[src/include/dcache_config.svh]
// ##############################
// Data cache configuration
// Sizes of lines, sets, tags and data words
// ##############################

`ifndef DCACHE_CONFIG_SVH
`define DCACHE_CONFIG_SVH

// Request side widths
`define DC_ADDR_W      32
`define DC_DATA_W      64

// Line geometry
`define DC_LINE_BYTES  16
`define DC_LINE_W      128

// Set and tag layout of the physical address
`define DC_SETS        16
`define DC_INDEX_W     4
`define DC_TAG_W       7
`define DC_TAG_LSB     8

// Anything above this bit is outside the cached space
`define DC_CACHED_MSB  14

`endif
[src/verilog/dcache_pkg.sv]
// ##############################
// Data cache shared types
// Vector typedefs and arbiter states
// ##############################

`include "dcache_config.svh"

package dcache_pkg;

  typedef logic [`DC_ADDR_W-1:0]     addr_t;
  typedef logic [`DC_DATA_W-1:0]     data_t;
  typedef logic [`DC_LINE_W-1:0]     line_t;
  typedef logic [`DC_LINE_BYTES-1:0] byte_mask_t;
  typedef logic [`DC_TAG_W-1:0]      tag_t;
  typedef logic [`DC_INDEX_W-1:0]    index_t;

  // Byte position inside one line
  typedef logic [$clog2(`DC_LINE_BYTES)-1:0] offset_t;

  // 0 = 1 byte, 1 = 2 bytes, 2 = 4 bytes, 3 = 8 bytes
  typedef logic [1:0] size_t;

  typedef enum logic [1:0] {
    ARB_IDLE,
    ARB_READ,
    ARB_WRITE
  } arb_state_e;

endpackage

[src/verilog/dc_tag_store.sv]
// ##############################
// Tag store
// Tag, valid and dirty per way, LRU bit per set
// ##############################

`timescale 1ns/100ps

`include "dcache_config.svh"

module dc_tag_store import dcache_pkg::*; (
  input  logic   clk,
  input  logic   rst_n,
  input  index_t index,
  input  logic   fill_way1,
  input  logic   fill_way2,
  input  tag_t   fill_tag,
  input  logic   dirty_set1,
  input  logic   dirty_set2,
  input  logic   touch_way1,
  input  logic   touch_way2,
  output tag_t   tag1,
  output tag_t   tag2,
  output logic   valid1,
  output logic   valid2,
  output logic   dirty1,
  output logic   dirty2,
  output logic   repl_way2
);

  tag_t                tag_q [2][`DC_SETS];
  logic [`DC_SETS-1:0] valid_q [2];
  logic [`DC_SETS-1:0] dirty_q [2];
  logic [`DC_SETS-1:0] repl_q;
  logic [1:0]          fill_way;
  logic [1:0]          dirty_set;

  assign fill_way  = {fill_way2, fill_way1};
  assign dirty_set = {dirty_set2, dirty_set1};

  always_ff @(posedge clk or negedge rst_n) begin
    if (!rst_n) begin
      for (int w = 0; w < 2; w++) begin
        valid_q[w] <= '0;
        dirty_q[w] <= '0;
      end
      repl_q <= '0;
    end else begin
      for (int w = 0; w < 2; w++) begin
        // Fresh line from memory is clean
        if (fill_way[w]) begin
          valid_q[w][index] <= 1'b1;
          dirty_q[w][index] <= 1'b0;
        end else if (dirty_set[w]) begin
          dirty_q[w][index] <= 1'b1;
        end
      end
      // Point at the way not just used
      if (touch_way1) begin
        repl_q[index] <= 1'b1;
      end else if (touch_way2) begin
        repl_q[index] <= 1'b0;
      end
    end
  end

  always_ff @(posedge clk) begin
    for (int w = 0; w < 2; w++) begin
      if (fill_way[w]) begin
        tag_q[w][index] <= fill_tag;
      end
    end
  end

  assign tag1      = tag_q[0][index];
  assign tag2      = tag_q[1][index];
  assign valid1    = valid_q[0][index];
  assign valid2    = valid_q[1][index];
  assign dirty1    = dirty_q[0][index];
  assign dirty2    = dirty_q[1][index];
  assign repl_way2 = repl_q[index];

  a_fill_vs_store: assert property (@(posedge clk) disable iff (!rst_n)
    (fill_way & dirty_set) == 2'b00);

endmodule

[config.mk]
export PLATFORM = sky130hd
export DESIGN_NAME = dc_tag_store
export DESIGN_NICKNAME = d
export VERILOG_FILES = /design/src/verilog/dcache_pkg.sv /design/src/verilog/dc_tag_store.sv
export VERILOG_INCLUDE_DIRS = /design/src /design/src/include
export SDC_FILE = /design/constraint.sdc
export NUM_CORES = 1
export LEC_CHECK = 0
export ABC_AREA = 0
export CAP_MARGIN = 15
export CORE_ASPECT_RATIO = 0.75
export CORE_MARGIN = 10
export CORE_UTILIZATION = 35
export DETAILED_ROUTE_END_ITERATION = 16
export DONT_BUFFER_PORTS = 1
export GPL_ROUTABILITY_DRIVEN = 1
export SYNTH_ARGS = -nofsm -noshare
export SYNTH_HDL_FRONTEND = slang
export SYNTH_SLANG_ARGS = --single-unit
[constraint.sdc]
create_clock -name clk -period 1.4 [get_ports clk]
set_clock_uncertainty 0.1 [all_clocks]
set_input_delay 0.14 -clock clk [delete_from_list [all_inputs] [get_ports clk]]
set_output_delay 0.14 -clock clk [all_outputs]
set_load 0.1 [all_outputs]
# After elaboration in Yosys (flattened, before gate mapping)
# Memory sizes are Yosys's and may differ from the RTL's.
# Cells that the tools add are included.
# Widths: inputs -> output; s select.
[word_totals]
reg_bits = 80
ram_bits = 224
inputBits = 19
out_inout_bits = 19
wordCells = 55
n_memories = 1
[classes]
n_lt_le_gt_ge = 4
muxes = 30
bitwise_logic = 10
reduce_logical = 5
[memory_table]
columns = ["memory", "depth", "width", "read_ports", "rd_clocked_by_memory_dff", "write_ports", "line_no", "text"]
rows = [
  ["tag_q", 2, 112, 2, 0, 2, "dc_tag_store.sv:30", "tag_t tag_q [2][`DC_SETS];"],
]
[op_table]
columns = ["cell", "n"]
rows = [
  ["$mux 112", 2],
  ["$mux 16", 6],
  ["$or 16x16->16", 5],
  ["$bmux 7 s4", 2],
  ["$and 16x16->16", 3],
  ["$mux 7", 5],
  ["$demux 7 s4", 1],
  ["$bmux 1 s4", 5],
  ["$not 16->16", 1],
  ["$mux 1", 8],
  ["$reduce_bool 2->1", 3],
  ["$ge 5x5->1 const B", 1],
  ["$lt 4x5->1 const B", 1],
  ["$lt 5x1->1 const B", 1],
  ["$not 4->5", 1],
  ["$demux 1 s4", 1],
  ["$ge 4x1->1 const B", 1],
  ["$logic_and 1x1->1", 2],
]

# Longest topological paths before layout
# Gate-level depths: netlist of the first run.
[depth]
ltp_word = 8
depth_mapped = 6
depth_no_buf = 3

# Worst setup path before layout of the first run
# No wires, ideal clock.
[synth_path]
path_type = "input-to-output"
start = "input port index[1]"
end = "output port tag2[5]"
t_arrival_ps = 1729
required_time_ps = 1160
slack_ps = -569
stages = 6
n_path_buf = 3
cell_sequence = "buf_4 > buf_2 > buf_2 > mux4_2 > a22oi_1 > nand2_1"
[synth_between]
elab_chain_len = 4
[synth_lines]
columns = ["element", "line_no", "text"]
rows = [
  ["start: declaration", "dc_tag_store.sv:13", "input index_t index,"],
  ["$not 4->5 (not written as such)", "dc_tag_store.sv:75", "assign tag2 = tag_q[1][index];"],
  ["$bmux 7 s4", "dc_tag_store.sv:75", ""],
  ["$mux 7 (not written as such) (2 in a row)", "dc_tag_store.sv:75", ""],
  ["end: declaration", "dc_tag_store.sv:22", "output tag_t tag2,"],
]
# Every way passes these cells. The select of a mux whose other input is x is not followed.

==> results of run 1 <==
[metal layers]
layer / part of all wire (%) / wire, µm / vias up / GRT usage [%]
li1: - / - / 2763 / -
met1: 46 / 13600 / 3522 / 19.3
met2: 45 / 13200 / 229 / 20.5
met3: 7.0 / 2050 / 35 / 3.70
met4: 1.3 / 372 / 0 / 2.11
met5: 0 / 0 / - / 0
[Yosys cell counts, drive strengths merged]
cell type | count | area [µm²]
and2 | 33 | 206
nor4b | 4 | 60.1
and4bb | 6 | 75.1
nand2 | 35 | 131
edfxtp | 224 | 6730
a22o | 16 | 140
and4b | 4 | 40.0
clkbuf | 11 | 41.3
a22oi | 38 | 285
nor2 | 33 | 124
mux4 | 76 | 1710
nor2b | 2 | 12.5
and4 | 1 | 8.76
nor4 | 1 | 12.5
buf | 30 | 191
or2 | 32 | 200
dfrtp | 80 | 2000
a21oi | 32 | 160
[repair_timing]
action | in CTS | in global routing
setup endpoints to repair | 19 | 329
pin swaps | 0 | 1
endpoints found under the hold margin | 605 | 80
cloned | 0 | 0
gates resized for setup | 0 | 19
setup buffers | 0 | 0
[worst max path at each step]
stage,start,end,slack [ns],depth (start not counted)
detailed placement,flop,dirty2,-0.22,4
global route,flop,dirty2,-0.88,4
floorplan,index[0],tag2[5],-0.20,5
global placement,flop,dirty2,-0.21,4
finish,flop,dirty2,-0.81,4
CTS,flop,dirty2,-0.84,4
[metrics by stage]
stage | setup slack (ns) | hold slack [ns]
2_1_floorplan | -0.198 | -0.256
3_3_place_gp | -0.208 | -0.252
3_5_place_dp | -0.220 | -0.252
4_1_cts | -0.836 | -0.851
5_1_grt | -0.884 | -0.858
6_report | -0.812 | -0.823
[power by group]
group | switching [W] | leakage, nW | internal (W)
sequential | 0.000281 | 2.93 | 0.0103
combinational | 0.00154 | 1.78 | 0.00131
clock | 0.00327 | 0.452 | 0.00419
[worst max-delay path, delay by kind of cell (launching register included)]
family,cells,cell delay [ns]
AND/OR/NAND/NOR,1,0.09
flip-flops,1,0.39
buffers and inverters,1,0.18
multiplexers,1,0.46
AO/OA/AOI/OAI,1,0.29
[cell type report]
| class | count | area share, % |
|---|---|---|
| sequential | 304 | 58.0 |
| multi-input combinational | 313 | 23.7 |
| timing repair buffer | 86 | 8.48 |
| clock buffer | 35 | 5.24 |
| tap | 450 | 3.74 |
| clock inverter | 16 | 0.864 |
| antenna | 1 | 0.0166 |
[cell families (layout without fill, tap and decap cells)]
| group | count (synthesis) | count (layout) | share of synthesized area, % |
|---|---|---|---|
| flip-flops | 304 | 304 | 72.0 |
| AND/OR/NAND/NOR | 151 | 151 | 7.18 |
| AO/OA/AOI/OAI | 86 | 86 | 4.83 |
| multiplexers | 76 | 76 | 14.1 |
| buffers and inverters | 41 | 137 | 1.92 |
| other | 0 | 1 | 0 |
==> flow_summary.yaml, run 1 <==
worst_setup_path:
  crit_path_max_incr_delay_ns: 0.46
  arrival_ns: 1.97
  ff2ff_setup_slack_ns: 0.48
  worstSetupPathType: "flop to primary output"
  path_cells: "mux4_2 > a22oi_2 > nand2_4 > buf_12"
  endpoint_kind: "primary output"
  cp_max_fo: 2
  rr_worst_depth: 2
  worstPathRequired_ns: 1.16
  startpoint_type: "flop"
  critical-path-slowest-cell: "mux4_2"
sta:
  hold_violations: 80
  report.final.slew_viol_count: 0
  timing.slew.headroom_pct: 25.5
  period_needed_ns: 2.21
  rsz0062_at_grt: "yes"
  setup_slack_ns: -0.812
  fin_tns_setup_ns: -14.53
  setup_viol: 19
  worst_slew_pin_slew_ns: 1.11
  fmax_ghz: 0.452
  worst_hold_slack_ns: -0.823
  finalCritPeriodShare_pct: 158
floorplanning:
  core_um2: 33900
  start_util_pct: 35.8
  fp-row-count: 58
  die_w_um: 235
  io_pins: 38
  fp.dieArea_um2: 42600
  die_h_um: 181
final_layout:
  mostFrequentLayoutCells: "edfxtp_1, dfrtp_1, mux4_2"
  seqCellArea_um2: 8730
  num-nets-final: 752
  post-route-util_pct: 44.4
  drive_above_1_share_pct: 39.0
  area_growth_pct: 24.1
  stdcell_count: 1205
  layout_commonest_cell: "edfxtp_1"
  design_area_um2: 15100
  multiInputGateArea_um2: 3570
  num-fill-cells: 2828
clock_tree:
  clock_sink_count: 304
  clk_pin_slew_ns: 0.06
  cts_root_buffer: "clkbuf_16"
  numCtsBuffers: 28
  cts_tree: "yes"
  clkLatencyLatePin_ns: 0.55
  h-tree-depth: 1
  hold_buffers: 17
  cts_max_path_buffers: 3
grt:
  grt_start_max_net_pins: 81
  grt.total_usage_pct: 13.5
  grt_pass1_vias: 6877
  grt_pass1_wl_um: 44300
  grt_remaining_overflow: 0
  antenna_found_initial: 1
placement:
  postPlaceCellArea_um2: 13900
  place_hpwl_um: 17600
  dp.cells: 1134
  port_buffers: 0
  place_congestion: 0.797
synth:
  yosys_warnings: 0
  ys_seq_area_share_pct: 72.0
  syn_area_um2: 12100
  synth.avg_cell_area_um2: 18.4
  ys_seq_elements: 304
  syn_inst: 658
  synth.distinct_cells: 22
  syn_nets: 677
worst_hold_path:
  min_path_type: "input pin to async pin"
detailed_routing:
  route.vias.total: 6549
  drt-wirelength-per-cell_um: 24.3
  drt_iter0_markers: 545
  drtPass1Iterations: 5
  ant_nets: 0
  drcViolationCount: 0
  drt_wl_total_um: 29200
  vias_per_cell: 5.43
flow_run:
  cap_violations: 0
power:
  power_density_nw_per_um2: 1390
  leakage_nw: 5.16
  total_power_w: 0.0209
  vdd_ir_drop_max_mv: 0.649
status:
  status: "finished, violations left"
  violations: "negative hold slack, negative setup slack"
(Power assumes the default switching activity.)
==> inputs of run 2 (changes only) <==
- clock period: 1.4 -> 2.4 ns (I/O delays scaled with it)
==> run 2 against run 1 <==
Net effect:
- the run now ends clean
- hold slack gained 0.85 ns
- die area stayed put
- design area shrank 4.9%
- register-to-register slack better by 0.57 ns
==> flow_summary.yaml, run 2 (synthesis gave the netlist of run 1 again) <==
sta:
  hold_violations: 0
  period_needed_ns: 2.37
  fmax_ghz: 0.422
  setup_viol: 0
  fin_tns_setup_ns: 0
  timing.slew.headroom_pct: 49.7
  worst_hold_slack_ns: 0.0281
  finalCritPeriodShare_pct: 98.7
  report.final.slew_viol_count: 0
  worst_slew_pin_slew_ns: 0.752
  rsz0062_at_grt: "yes"
status:
  status: "finished, final reports clean"
clock_tree:
  numCtsBuffers: 29
  cts_max_path_buffers: 3
  clkLatencyLatePin_ns: 0.56
  clock_sink_count: 304
  h-tree-depth: 1
  clk_pin_slew_ns: 0.06
  cts_tree: "yes"
  cts_root_buffer: "clkbuf_16"
worst_setup_path:
  worstSetupPathType: "flop to primary output"
  path_cells: "mux4_2 > a22oi_2 > nand2_2 > buf_12"
  crit_path_max_incr_delay_ns: 0.47
  ff2ff_setup_slack_ns: 1.05
  startpoint_type: "flop"
  cp_max_fo: 1
  arrival_ns: 2.03
  endpoint_kind: "primary output"
  critical-path-slowest-cell: "mux4_2"
  worstPathRequired_ns: 2.06
  rr_worst_depth: 2
detailed_routing:
  vias_per_cell: 5.42
  drt_wl_total_um: 28700
  drt-wirelength-per-cell_um: 24.4
  drcViolationCount: 0
  drtPass1Iterations: 5
  route.vias.total: 6370
  drt_iter0_markers: 649
  ant_nets: 0
floorplanning:
  io_pins: 38
  fp-row-count: 58
  fp.dieArea_um2: 42600
  start_util_pct: 35.8
  core_um2: 33900
  die_w_um: 235
  die_h_um: 181
final_layout:
  multiInputGateArea_um2: 3310
  num-nets-final: 722
  layout_commonest_cell: "edfxtp_1"
  area_growth_pct: 18.1
  seqCellArea_um2: 8730
  drive_above_1_share_pct: 28.5
  mostFrequentLayoutCells: "edfxtp_1, dfrtp_1, mux4_2"
  num-fill-cells: 2926
  diodes: 0
placement:
  place_congestion: 0.765
  port_buffers: 0
  place_hpwl_um: 17700
power:
  total_power_w: 0.0121
  vdd_ir_drop_max_mv: 0.608
  power_density_nw_per_um2: 847
  leakage_nw: 4.85
grt:
  grt_remaining_overflow: 0
  grt.total_usage_pct: 13.3
  grt_pass1_wl_um: 44000
  grt_start_max_net_pins: 93
  grt_pass1_vias: 6620
  antenna_found_initial: 0
worst_hold_path:
  min-delay-start: "fill_way1"
  min_path_type: "input pin to flop"
  holdPathStages: 2
flow_run:
  cap_violations: 0
run 2: cell count changes in the layout (fill, tap and decap cells not counted), sizes merged:
cell,previous run,this run
dlygate4sd3,10,21
clkinvlp,1,0
clkbuf,40,44
clkinv,13,7
diode,1,0
dlymetal6s4s,3,0
inv,1,2
buf,68,34
run 2: routing by layer:
metal  GRT usage, %  up-vias  wire [µm]
met4           2.78        0        496
met3           2.71       37       1870
met2           20.4      240      13300
met1           19.2     3389      13100
met5              0        -          0
li1               -     2704          -
run 2: worst max path at each step:
stage / start / endpoint / slack [ns] / cells past startpoint
finish: tag_q[0][105] / tag1[0] / 0.03 / 4
global route: tag_q[0][202] / tag2[6] / -0.03 / 4
CTS: tag_q[0][85] / tag1[1] / -0.02 / 4
detailed placement: tag_q[0][85] / tag1[1] / 0.41 / 4
global placement: index[3] / tag1[2] / 0.43 / 5
floorplan: index[1] / tag2[5] / 0.23 / 6
run 2: metrics by stage:
step           instance area [µm²]  utilization (%)  setup WS (ns)  std cells
2_1_floorplan                12100                -          0.231        658
3_3_place_gp                 12900             38.0          0.426       1092
3_5_place_dp                 12900             38.0          0.405       1092
4_1_cts                      14300             42.1        -0.0196       1175
5_1_grt                      14300             42.3        -0.0280       1176
6_report                     14300             42.3         0.0307       1176
run 2: area by class of cell:
cell class                      count  share of cell area (%)
Sequential cell                   304                    61.0
Multi-Input combinational cell    313                    23.1
Clock buffer                       44                    5.74
Timing Repair Buffer               55                    5.66
Tap cell                          450                    3.93
Clock inverter                     10                   0.559
run 2: power breakdown:
group,switching [W],total [W],internal [W]
Sequential,0.000175,0.00619,0.00601
Combinational,0.000891,0.00158,0.000689
Clock,0.00190,0.00437,0.00247
run 2: worst max-delay path, delay by kind of cell (launching register included):
kind | cells | cell delay [ns]
multiplexers | 1 | 0.47
AND/OR/NAND/NOR | 1 | 0.13
buffers and inverters | 1 | 0.18
AO/OA/AOI/OAI | 1 | 0.29
flip-flops | 1 | 0.39
run 2: repair_timing:
action                                 4_1_cts  5_1_grt
resized for setup                           24        9
setup endpoints to repair                   13       12
hold buffers                                29        0
pin swaps                                    5        8
setup buffers                                0        1
endpoints found under the hold margin      352        0
